**src/hdl/ecc_macros.svh**
```systemverilog
// ecc channel widths and constants
`ifndef ECC_MACROS_SVH
`define ECC_MACROS_SVH

// payload bits per word
`define ECC_DATA_W 8

// hsiao check bits for 8 data bits
`define ECC_PAR_W 5

// parity field over data field
`define ECC_CW_W 13

// data_valid to dec_valid, enc 1 + inj 1 + dec 2
`define ECC_PIPE_LATENCY 4

// monitor event counter width
`define ECC_CNT_W 16

`endif

```
**src/hdl/ecc_code_pkg.sv**
```systemverilog
// hsiao secded check matrix
`default_nettype none
`include "ecc_macros.svh"

package ecc_code_pkg;

  // one column per codeword bit, index = flat bit position
  // data columns are distinct weight-3 vectors
  // parity columns are unit vectors, so check bit i covers itself only
  parameter logic [`ECC_PAR_W-1:0] HCOL [`ECC_CW_W] = '{
    5'b00111, 5'b01011, 5'b01101, 5'b01110,
    5'b10011, 5'b10101, 5'b10110, 5'b11001,
    5'b00001, 5'b00010, 5'b00100, 5'b01000,
    5'b10000
  };

  // check bits for a data word
  function automatic logic [`ECC_PAR_W-1:0] calc_parity(
    input logic [`ECC_DATA_W-1:0] data
  );
    logic [`ECC_PAR_W-1:0] p;
    p = '0;
    // xor in the column of every set data bit
    for (int i = 0; i < `ECC_DATA_W; i++) begin
      if (data[i]) begin
        p ^= HCOL[i];
      end
    end
    return p;
  endfunction

  // syndrome over the whole received codeword
  function automatic logic [`ECC_PAR_W-1:0] calc_syndrome(
    input logic [`ECC_CW_W-1:0] cw
  );
    logic [`ECC_PAR_W-1:0] s;
    s = '0;
    // zero for any clean codeword, else xor of flipped columns
    for (int i = 0; i < `ECC_CW_W; i++) begin
      if (cw[i]) begin
        s ^= HCOL[i];
      end
    end
    return s;
  endfunction

endpackage

`default_nettype wire

```
**src/hdl/ecc_types_pkg.sv**
```systemverilog
// ecc word layout types
`default_nettype none
`include "ecc_macros.svh"

package ecc_types_pkg;

  // field view, parity sits above data
  typedef struct packed {
    logic [`ECC_PAR_W-1:0]  parity;
    logic [`ECC_DATA_W-1:0] data;
  } cw_fields_t;

  // same 13 bits seen two ways
  // f for encode and data extraction
  // bits for fault masks and correction by position
  typedef union packed {
    cw_fields_t            f;
    logic [`ECC_CW_W-1:0]  bits;
  } codeword_u;

  // one bit per check row
  typedef logic [`ECC_PAR_W-1:0] syndrome_t;

endpackage

`default_nettype wire

```
**src/hdl/secded_encoder.sv**
```systemverilog
// secded encoder
`timescale 1ns/1ps
`default_nettype none
`include "ecc_macros.svh"

module secded_encoder (
  input  logic                     clk,
  input  logic                     rst_n,
  input  logic                     data_valid,
  input  logic [`ECC_DATA_W-1:0]   data,
  output logic                     enc_valid,
  output ecc_types_pkg::codeword_u enc_codeword
);

  // codeword before the output register
  ecc_types_pkg::codeword_u cw_next;

  always_comb begin
    cw_next.f.data   = data;
    cw_next.f.parity = ecc_code_pkg::calc_parity(data);
  end

  // valid strobe, one cycle behind data_valid
  always_ff @(posedge clk or negedge rst_n) begin
    if (!rst_n) begin
      enc_valid <= 1'b0;
    end else begin
      enc_valid <= data_valid;
    end
  end

  // payload only loads with a word
  always_ff @(posedge clk) begin
    if (data_valid) begin
      enc_codeword <= cw_next;
    end
  end

endmodule

`default_nettype wire

```
**src/hdl/error_injector.sv**
```systemverilog
// codeword fault injector
`timescale 1ns/1ps
`default_nettype none
`include "ecc_macros.svh"

module error_injector (
  input  logic                     clk,
  input  logic                     rst_n,
  input  logic                     data_valid,
  input  logic [`ECC_CW_W-1:0]     flip_mask,
  input  logic                     enc_valid,
  input  ecc_types_pkg::codeword_u enc_codeword,
  output logic                     rcv_valid,
  output ecc_types_pkg::codeword_u rcv_codeword
);

  // mask taken with the data word, meets its codeword next cycle
  logic [`ECC_CW_W-1:0] mask_q;

  always_ff @(posedge clk) begin
    if (data_valid) begin
      mask_q <= flip_mask;
    end
    // flips applied by flat bit position
    if (enc_valid) begin
      rcv_codeword.bits <= enc_codeword.bits ^ mask_q;
    end
  end

  always_ff @(posedge clk or negedge rst_n) begin
    if (!rst_n) begin
      rcv_valid <= 1'b0;
    end else begin
      rcv_valid <= enc_valid;
    end
  end

endmodule

`default_nettype wire

```
**src/hdl/secded_decoder.sv**
```systemverilog
// secded decoder, two stages
`timescale 1ns/1ps
`default_nettype none
`include "ecc_macros.svh"

module secded_decoder (
  input  logic                     clk,
  input  logic                     rst_n,
  input  logic                     rcv_valid,
  input  ecc_types_pkg::codeword_u rcv_codeword,
  output logic                     dec_valid,
  output logic [`ECC_DATA_W-1:0]   dec_data,
  output logic                     dec_error_ce,
  output logic                     dec_error_due,
  output ecc_types_pkg::syndrome_t dec_error_syndrome
);

  // stage 1 registers
  logic                     s1_valid;
  ecc_types_pkg::codeword_u s1_cw;
  ecc_types_pkg::syndrome_t s1_syn;

  // stage 2 decode
  logic [`ECC_CW_W-1:0]     hit;
  logic [`ECC_CW_W-1:0]     flip;
  logic                     syn_nz;
  logic                     syn_odd;
  logic                     is_ce;
  logic                     is_due;
  ecc_types_pkg::codeword_u corrected;

  // stage 1, syndrome alongside the received word
  always_ff @(posedge clk) begin
    if (rcv_valid) begin
      s1_cw  <= rcv_codeword;
      s1_syn <= ecc_code_pkg::calc_syndrome(rcv_codeword.bits);
    end
  end

  always_ff @(posedge clk or negedge rst_n) begin
    if (!rst_n) begin
      s1_valid <= 1'b0;
    end else begin
      s1_valid <= rcv_valid;
    end
  end

  // column match, at most one hit since columns are distinct
  always_comb begin
    for (int i = 0; i < `ECC_CW_W; i++) begin
      hit[i] = (s1_syn == ecc_code_pkg::HCOL[i]);
    end
    syn_nz  = |s1_syn;
    syn_odd = ^s1_syn;
    // odd weight and a matching column means single error
    is_ce   = syn_odd && (|hit);
    // even nonzero, or odd with no column, is uncorrectable
    is_due  = syn_nz && !is_ce;
    // due words go through untouched
    flip           = is_ce ? hit : '0;
    corrected.bits = s1_cw.bits ^ flip;
  end

  // stage 2 payload
  always_ff @(posedge clk) begin
    if (s1_valid) begin
      dec_data           <= corrected.f.data;
      dec_error_syndrome <= s1_syn;
    end
  end

  // flags only ever high together with dec_valid
  always_ff @(posedge clk or negedge rst_n) begin
    if (!rst_n) begin
      dec_valid     <= 1'b0;
      dec_error_ce  <= 1'b0;
      dec_error_due <= 1'b0;
    end else begin
      dec_valid     <= s1_valid;
      dec_error_ce  <= s1_valid && is_ce;
      dec_error_due <= s1_valid && is_due;
    end
  end

endmodule

`default_nettype wire

```
**src/hdl/ecc_integrity_monitor.sv**
```systemverilog
// ecc channel integrity monitor
`timescale 1ns/1ps
`default_nettype none
`include "ecc_macros.svh"

module ecc_integrity_monitor (
  input  logic                   clk,
  input  logic                   rst_n,
  input  logic                   data_valid,
  input  logic [`ECC_DATA_W-1:0] data,
  input  logic                   dec_valid,
  input  logic [`ECC_DATA_W-1:0] dec_data,
  input  logic                   dec_error_ce,
  input  logic                   dec_error_due,
  output logic [`ECC_CNT_W-1:0]  ce_count,
  output logic [`ECC_CNT_W-1:0]  due_count,
  output logic                   sdc_seen
);

  // sent data, delayed to line up with dec_valid
  logic [`ECC_DATA_W-1:0]      data_dly [`ECC_PIPE_LATENCY];
  logic [`ECC_PIPE_LATENCY-1:0] valid_dly;
  logic [`ECC_DATA_W-1:0]      exp_data;
  logic                        exp_valid;
  logic                        silent_bad;

  // shifts every cycle, latency is fixed
  always_ff @(posedge clk) begin
    data_dly[0] <= data;
    for (int i = 1; i < `ECC_PIPE_LATENCY; i++) begin
      data_dly[i] <= data_dly[i-1];
    end
  end

  assign exp_data  = data_dly[`ECC_PIPE_LATENCY-1];
  assign exp_valid = valid_dly[`ECC_PIPE_LATENCY-1];

  // unflagged word that does not match what was sent
  assign silent_bad = dec_valid && exp_valid && !dec_error_ce && !dec_error_due &&
                      (dec_data != exp_data);

  always_ff @(posedge clk or negedge rst_n) begin
    if (!rst_n) begin
      valid_dly <= '0;
      ce_count  <= '0;
      due_count <= '0;
      sdc_seen  <= 1'b0;
    end else begin
      valid_dly <= {valid_dly[`ECC_PIPE_LATENCY-2:0], data_valid};
      // counters hold at all ones
      if (dec_valid && dec_error_ce && (ce_count != '1)) begin
        ce_count <= ce_count + 1'b1;
      end
      if (dec_valid && dec_error_due && (due_count != '1)) begin
        due_count <= due_count + 1'b1;
      end
      // sticky until reset
      if (silent_bad) begin
        sdc_seen <= 1'b1;
      end
    end
  end

endmodule

`default_nettype wire

```
**src/hdl/ecc_channel_top.sv**
```systemverilog
// secded protection channel
`timescale 1ns/1ps
`default_nettype none
`include "ecc_macros.svh"

module ecc_channel_top (
  input  logic                     clk,
  input  logic                     rst_n,
  input  logic                     data_valid,
  input  logic [`ECC_DATA_W-1:0]   data,
  input  logic [`ECC_CW_W-1:0]     flip_mask,
  output logic                     dec_valid,
  output logic [`ECC_DATA_W-1:0]   dec_data,
  output logic                     dec_error_ce,
  output logic                     dec_error_due,
  output ecc_types_pkg::syndrome_t dec_error_syndrome,
  output logic [`ECC_CNT_W-1:0]    ce_count,
  output logic [`ECC_CNT_W-1:0]    due_count,
  output logic                     sdc_seen
);

  // encoder to injector
  logic                     enc_valid;
  ecc_types_pkg::codeword_u enc_codeword;
  // injector to decoder
  logic                     rcv_valid;
  ecc_types_pkg::codeword_u rcv_codeword;

  secded_encoder u_encoder (
    .clk          (clk),
    .rst_n        (rst_n),
    .data_valid   (data_valid),
    .data         (data),
    .enc_valid    (enc_valid),
    .enc_codeword (enc_codeword)
  );

  // mask sampled with data, applied one cycle later
  error_injector u_injector (
    .clk          (clk),
    .rst_n        (rst_n),
    .data_valid   (data_valid),
    .flip_mask    (flip_mask),
    .enc_valid    (enc_valid),
    .enc_codeword (enc_codeword),
    .rcv_valid    (rcv_valid),
    .rcv_codeword (rcv_codeword)
  );

  secded_decoder u_decoder (
    .clk                (clk),
    .rst_n              (rst_n),
    .rcv_valid          (rcv_valid),
    .rcv_codeword       (rcv_codeword),
    .dec_valid          (dec_valid),
    .dec_data           (dec_data),
    .dec_error_ce       (dec_error_ce),
    .dec_error_due      (dec_error_due),
    .dec_error_syndrome (dec_error_syndrome)
  );

  // checks decoder output against the sent word
  ecc_integrity_monitor u_monitor (
    .clk           (clk),
    .rst_n         (rst_n),
    .data_valid    (data_valid),
    .data          (data),
    .dec_valid     (dec_valid),
    .dec_data      (dec_data),
    .dec_error_ce  (dec_error_ce),
    .dec_error_due (dec_error_due),
    .ce_count      (ce_count),
    .due_count     (due_count),
    .sdc_seen      (sdc_seen)
  );

endmodule

`default_nettype wire

```
**config.mk**
```make
export PLATFORM = sky130hd
export DESIGN_NAME = ecc_channel_top
export DESIGN_NICKNAME = d
export VERILOG_FILES = /design/src/hdl/ecc_code_pkg.sv /design/src/hdl/ecc_types_pkg.sv /design/src/hdl/secded_encoder.sv /design/src/hdl/error_injector.sv /design/src/hdl/secded_decoder.sv /design/src/hdl/ecc_integrity_monitor.sv /design/src/hdl/ecc_channel_top.sv
export VERILOG_INCLUDE_DIRS = /design/src /design/src/hdl
export SDC_FILE = /design/constraint.sdc
export NUM_CORES = 1
export LEC_CHECK = 0
export ABC_AREA = 1
export BUFFER_PORTS_ARGS = -buffer_cell sky130_fd_sc_hd__buf_2
export CORE_MARGIN = 2
export CORE_UTILIZATION = 50
export CTS_BUF_LIST = sky130_fd_sc_hd__clkbuf_4
export CTS_CLUSTER_DIAMETER = 60
export DETAILED_ROUTE_END_ITERATION = 10
export GPL_TIMING_DRIVEN = 0
export PLACE_DENSITY = 0.7
export SYNTH_ARGS = -nofsm -noshare
export SYNTH_HDL_FRONTEND = slang
export SYNTH_HIERARCHICAL = 1
export SYNTH_SLANG_ARGS = --single-unit
```
**constraint.sdc**
```tcl
create_clock -name clk -period 2.25 [get_ports clk]
set_input_delay 0.45 -clock clk [delete_from_list [all_inputs] [get_ports clk]]
set_output_delay 0.45 -clock clk [all_outputs]
set_load 0.02 [all_outputs]
```
==> results.md, run 1 <==
* PwrDens at 852 mW/mm²
* Final WL at 11.2 mm
* Internal Power at 4190 µW
* Fin crit period at 2.01 ns
* Final setup skew at 0.0186 ns
* Global-route wire length before repair at 18.9 mm
* Pin count of the biggest net entering global routing at 44
* Buffers on Ports at 72
* CP startpoint kind: flop
* Cts repair resizes at 0
* CTS tree: yes
* RSZ-0062 raised after global routing: false
* Final Hold Vio Count at 0
* Max_cap viols at 0
* Critical path's top delay family: simple AND/OR/NAND/NOR gates
* Crit path kind: flop to flop
* DR vias at 4,507
* Rows at 41
* Final setup violation count at 0
* Maximum clock rate at 498 MHz
* Post-CTS Hold Buffers at 0
* Synthesized flop and latch total at 140
* Later-pin clock latency in the skew report at 0.52 ns
* Clock Tree Root: clkbuf_4
* Worst path cell trace: inv_1 > ha_1 > xnor2_1 > nor2_2 > nor2_4 > buf_4 > nand3_1 > nand2_1 > nand2_1
* # IOs at 73
* CP max FO at 10
* Flop pwr share at 51.6%
* Most frequent cells in the layout: 221 x nand2_1, 86 x inv_1, 72 x buf_2
* Overall Power at 6180 µW
* H-tree lvl count at 4
* Status: completed
* Reg-to-Reg End: u_decoder/dec_data[4]
* Post-Syn Area per Cell at 9.57 µm²
* Clock power share at 25.2%
* Routed WL per cell at 11.8 µm
* Post-synthesis cell type count at 32
* Period utilization at 89.3%
* VDD IR max at 0.499 mV
* Clock tree buffer depth at 2
* Reg2Reg Setup Slack at 0.24 ns
* Nets at 794
* FF-to-FF path depth at 9
* Area Growth Syn to Fin at 13.4%
* Fin Setup TNS at 0 ns
* Worst slew pin tran at 1.02 ns
* CTS clock-pin slew for the worst setup and hold paths at 0.11 ns
* Initial Util at 50.9%
* Synth warnings at 6
* Die Span X at 117 µm
* Die ar. at 0.0137 mm²
* Num CTS Buffers at 17
* Max Slew Vio Count at 0
* Worst r2r src: u_decoder/s1_syn[2]
* Initial antenna violation count at 0
* DRC violation count after routing at 0
* Seq/Total Area, Yosys at 57.3%
* Die Ht at 117 µm
* Most common cell on crit path: nand2_1
* Slew headroom at 32.1%
* CP Depth at 9
* Type of destination of the critical path: flop
* RePlAce Congestion at 0.781
* CTS Sinks at 140
* Worst hold-check path type: primary input to asynchronous set/reset pin
* Mapped Nets at 703
* Core region area at 0.0126 mm²
* Post-DRT Antenna Nets at 0
* Routed vias/inst at 4.77
* Cells after Synth at 669
* Mapped Area at 0.00640 mm²
* Drt first pass iters at 5
* Gr ovfl total at 0
* Pleak at 0.00350 µW
* Starting DRT DRC Count at 261
* Crit path max-delay cell type: edfxtp_1
* Critical Path RT at 2.54 ns
* All-layer global routing usage at 18.0%
* Vias in the first global route at 4,360
* Switching pwr at 1990 µW
* Crit path DAT at 2.30 ns
* Comb pwr share at 23.1%
* Slowest stage delay, CP at 0.44 ns
* Antenna diodes at 0
* Layout cells sized above 1 at 21.9%
* Most common cell after layout, fill and taps aside: nand2_1
* Detailed placer's ending HPWL at 8.36 mm
* WP buf/inv at 2
* Post-CTS Repair Setup Buffers at 0
* Switch share at 32.2%
[worst max-delay path by stage]
| stage | end | startpoint | slack, ns |
|---|---|---|---|
| 2_1_floorplan | u_decoder/dec_data[4] | u_decoder/s1_syn[2] | 0.48 |
| 3_3_place_gp | u_decoder/dec_data[4] | u_decoder/s1_syn[2] | 0.31 |
| 3_5_place_dp | u_decoder/dec_data[4] | u_decoder/s1_syn[2] | 0.27 |
| 4_1_cts | u_decoder/dec_data[4] | u_decoder/s1_syn[2] | 0.27 |
| 5_1_grt | u_decoder/dec_data[4] | u_decoder/s1_syn[2] | 0.15 |
| 6_report | u_decoder/dec_data[4] | u_decoder/s1_syn[2] | 0.24 |
[routing by layer]
| layer | part of all wire [%] | up-vias | GRT usage [%] |
|---|---|---|---|
| met1 | 43 | 2087 | 20.0 |
| met4 | 1.5 | 0 | 7.92 |
| met5 | 0 | - | 0 |
| met2 | 52 | 106 | 32.4 |
| li1 | - | 2300 | - |
| met3 | 4.1 | 14 | 4.63 |
[through the flow]
step / setup slack, ns / std cells / area (µm²) / hold slack, ns / util [%]
floorplan: 0.484 / 669 / 6400 / 0.154 / -
global placement: 0.308 / 913 / 6980 / 0.314 / 55.5
detailed placement: 0.273 / 913 / 6980 / 0.313 / 55.5
CTS: 0.266 / 945 / 7250 / 0.0279 / 57.7
global route: 0.148 / 945 / 7250 / 0.0249 / 57.7
finish: 0.241 / 945 / 7250 / 0.0871 / 57.7
[final cells by class]
class	count	area, µm²
Fill cell	1102	5310
Sequential cell	140	3670
Multi-Input combinational cell	431	2330
Timing Repair Buffer	72	360
Inverter	93	352
Tap cell	172	215
Clock buffer	21	158
Clock inverter	11	121
Buffer	5	52.6
[flip-flops by register name, summed over array words and instances (netlist names), 4 cells and up]
name / flops
u_injector/mask_q: 13
u_monitor/due_count: 16
u_encoder/enc_codeword: 13
u_decoder/s1_syn: 5
u_decoder/dec_data: 8
u_monitor/ce_count: 16
u_injector/rcv_codeword: 13
u_decoder/dec_error_syndrome: 5
u_monitor/data_dly: 32
u_decoder/s1_cw: 8
u_monitor/valid_dly: 4
[worst register-to-register path: stages (launching register included)]
cell,delay (ns)
edfxtp_1,0.44
inv_1,0.09
ha_1,0.34
xnor2_1,0.22
nor2_2,0.07
nor2_4,0.22
buf_4,0.22
nand3_1,0.09
nand2_1,0.06
nand2_1,0.04
[cells in the mapped netlist (all sizes together)]
master / number / area [µm²]
nor3: 4 / 20.0
edfxtp: 65 / 1950
buf: 5 / 52.6
inv: 93 / 352
nand3b: 3 / 22.5
dfxtp: 32 / 641
nor2: 46 / 269
nand4: 20 / 125
nand3: 45 / 265
and2: 2 / 12.5
nand2: 241 / 990
xor2: 15 / 131
dfrtp: 43 / 1080
o21ai: 15 / 101
or2: 1 / 6.26
xnor2: 27 / 244
ha: 10 / 125
a21oi: 1 / 8.76
and3: 1 / 6.26
[kinds of logic after synthesis]
family | count (synthesis) | share of synthesized area, %
fa+ha+maj | 10 | 1.96
xor+xnor | 42 | 5.87
buf+inv | 98 | 6.31
simple gates | 363 | 26.8
compound gates | 16 | 1.72
flops | 140 | 57.3
[power groups by stage]
stage,Combinational (µW),Clock [µW],Sequential [µW]
after floorplan,955,0,3310
after global placement,1380,0,3230
after detailed placement,1430,0,3250
after CTS,1430,1620,3190
after global routing,1580,1740,3230
final,1430,1560,3190
Power figures use the tool's default switching activity.
==> run 2: changes to the inputs <==
--- a/config.mk
+++ b/config.mk
@@ -8,6 +8,7 @@
 export LEC_CHECK = 0
 export ABC_AREA = 1
 export BUFFER_PORTS_ARGS = -buffer_cell sky130_fd_sc_hd__buf_2
+export CORE_ASPECT_RATIO = 2
 export CORE_MARGIN = 2
 export CORE_UTILIZATION = 50
 export CTS_BUF_LIST = sky130_fd_sc_hd__clkbuf_4
==> run 2 against run 1 <==
Against the previous run: fmax up 1.2%; combinational power barely moved; non-clock buffer count stayed put; sequential share of layout area rose by 0.46 points; core utilization decreased by 0.46 points; worst hold slack better by 0.013 ns; routed wire length rose by 3.8%; via count grew 0.60%; clock power down 12%; critical path depth is the same; final area fell by 0.90%; final cell count shrank 2.2%; largest cell class unchanged; highest routed layer unchanged.
==> results.md, run 2 (synthesis results as in run 1) <==
* Status: completed
* Switch share at 32.2% (about the same)
* Routed vias/inst at 4.91 (+2.9%)
* Period utilization at 88.2% (-1.1 points)
* Cts repair resizes at 0 (unchanged)
* Maximum clock rate at 504 MHz (+1.2%)
* Switching pwr at 1930 µW (-3.2%)
* Worst hold margin at 0.100 ns (+0.0134 ns)
* RePlAce Congestion at 0.863 (+10%)
* Placed cell area at 0.00695 mm² (-0.39%)
* Global-route wire length before repair at 20.0 mm (+5.9%)
* Flop pwr share at 53.4% (+1.8 points)
* Crit path DAT at 2.24 ns (-0.06 ns)
* Rows at 58 (+41%)
* Slowest stage delay, CP at 0.42 ns (-0.02 ns)
* Most common cell on crit path: nand2_1
* Slew headroom at 33.7% (+1.6 points)
* Internal Power at 4060 µW (-3.1%)
* Worst path cell trace: inv_1 > ha_1 > xnor2_1 > nor2_2 > nor2_4 > buf_4 > nand3_1 > nand2_1 > nand2_1
* Biggest register: u_monitor/data_dly
* Biggest regs: u_monitor/data_dly: 32 flops, u_monitor/ce_count: 16 flops, u_monitor/due_count: 16 flops
* Comb pwr share at 23.6% (+0.5 points)
* Num CTS Buffers at 17 (unchanged)
* Post-Layout Cell Count at 924 (-2.2%)
* CP startpoint kind: flop
* Worst hold-check path type: primary input to asynchronous set/reset pin
* Gr ovfl total at 0 (unchanged)
* DR vias at 4,534 (+0.60%)
* Post-DRT Antenna Nets at 0 (unchanged)
* Die Ht at 164 µm (+40%)
* Post-CTS Hold Buffers at 0 (unchanged)
* CP max FO at 10 (unchanged)
* Clock Tree Root: clkbuf_4
* Critical Path RT at 2.50 ns (-0.04 ns)
* DP Worst Slack at 0.266 ns (-0.00650 ns)
* Nets at 794 (unchanged)
* Pin count of the biggest net entering global routing at 44 (unchanged)
* Clock power share at 23.0% (-2.2 points)
* Detailed placer's ending HPWL at 9.10 mm (+8.9%)
* Layout cells sized above 1 at 21.7% (-0.13 points)
* All-layer global routing usage at 18.2% (+0.25 points)
* CTS tree: yes
* Fill cell count at 1,096 (-0.54%)
* Crit path kind: flop to flop
* Die ar. at 0.0138 mm² (+0.40%)
* Max_cap viols at 0 (unchanged)
* Area Growth Syn to Fin at 12.3%
* CTS clock-pin slew for the worst setup and hold paths at 0.11 ns (about the same)
* Buffers on Ports at 72 (unchanged)
* Initial antenna violation count at 1 (+1)
* Fin Setup TNS at 0 ns (unchanged)
* Starting DRT DRC Count at 300 (+15%)
* Drt first pass iters at 5 (unchanged)
* Type of destination of the critical path: flop
* Most common cell after layout, fill and taps aside: nand2_1
* Max Slew Vio Count at 0 (unchanged)
* Final WS setup at 0.266 ns (+0.0247 ns)
* Final WL at 11.6 mm (+3.8%)
* Core region area at 0.0126 mm² (-0.11%)
* Worst slew pin tran at 0.995 ns (-0.0240 ns)
* Post-CTS Repair Setup Buffers at 0 (unchanged)
* Most frequent cells in the layout: 221 x nand2_1, 86 x inv_1, 72 x buf_2
* Final instance area at 0.00719 mm² (-0.90%)
* H-tree lvl count at 4 (unchanged)
* Clock tree buffer depth at 2 (unchanged)
* Initial Util at 51.0% (+0.056 points)
* Final setup skew at 0.0169 ns (-0.00170 ns)
* Placed Cells at 891 (-2.4%)
* Final setup violation count at 0 (unchanged)
* Final Hold Vio Count at 0 (unchanged)
* Vias in the first global route at 4,580 (+5.0%)
* VDD IR max at 0.554 mV (+11%)
* RSZ-0062 raised after global routing: false
* Die Span X at 84 µm (-28%)
* Fin crit period at 1.98 ns (-0.0247 ns)
* DRC violation count after routing at 0 (unchanged)
* # IOs at 73 (unchanged)
* Crit path max-delay cell type: edfxtp_1
* CTS Sinks at 140 (unchanged)
* Largest register FFs at 32 (unchanged)
* Later-pin clock latency in the skew report at 0.49 ns (-0.03 ns)
* PwrDens at 832 mW/mm² (-2.3%)
* Routed WL per cell at 12.6 µm (+6.2%)
* Pleak at 0.00349 µW (-0.39%)
==> run 2: routing by layer <==
metal  track usage, %  wire length [µm]  vias to the layer above
met3             3.27               344                       21
li1                 -                 -                     2301
met2             37.5              6960                       93
met5                0                 0                        -
met4             7.48               253                        0
met1             17.0              4060                     2119
==> run 2: path summary, 6_finish.rpt <==
check | startpoint | slack (ns) | depth (start not counted) | endpoint
setup / recovery | u_decoder/s1_syn[2] | 0.27 | 9 | u_decoder/dec_data[4]
hold / removal | rst_n | 0.10 | 1 | u_monitor/due_count[3]
setup reg to reg | u_decoder/s1_syn[2] | 0.27 | 9 | u_decoder/dec_data[4]
hold reg to reg | u_monitor/data_dly[0][0] | 0.34 | 0 | u_monitor/data_dly[1][0]
max in group asynchronous | rst_n | 1.50 | 1 | u_monitor/ce_count[4]
min in group clk | flip_mask[9] | 0.13 | 1 | u_injector/mask_q[9]
==> run 2: critical path: cells and delay by family (launching register included) <==
family                     cells  cell delay [ns]
DFF                            1             0.42
adders and majority gates      1             0.33
xor gates and xnor gates       1             0.20
and+or+nand+nor                5             0.49
buffers and inverters          2             0.30
==> run 2: power by group through the flow <==
stage	registers (µW)	logic, µW	clock network, µW
floorplan	3310	955	0
CTS	3200	1420	1430
finish	3200	1410	1380
detailed placement	3260	1420	0
global placement	3250	1370	0
global route	3240	1580	1560
==> run 2: final cells by class <==
cell class	count	area, µm²	share of cell area (%)
diodes	1	2.50	0.0348
inverters	93	352	4.89
plain buffers	5	52.6	0.731
flip-flops and latches	140	3670	51.0
well taps	150	188	2.61
clock inverters	11	81.3	1.13
multi-input cells	431	2330	32.4
repair buffers	72	360	5.01
clock buffers	21	158	2.19
==> run 2: per-stage QoR <==
stage | total power [µW] | utilization [%]
floorplan | 4270 | -
global placement | 4620 | 55.3
detailed placement | 4670 | 55.3
CTS | 6050 | 57.2
global route | 6370 | 57.3
finish | 5980 | 57.3
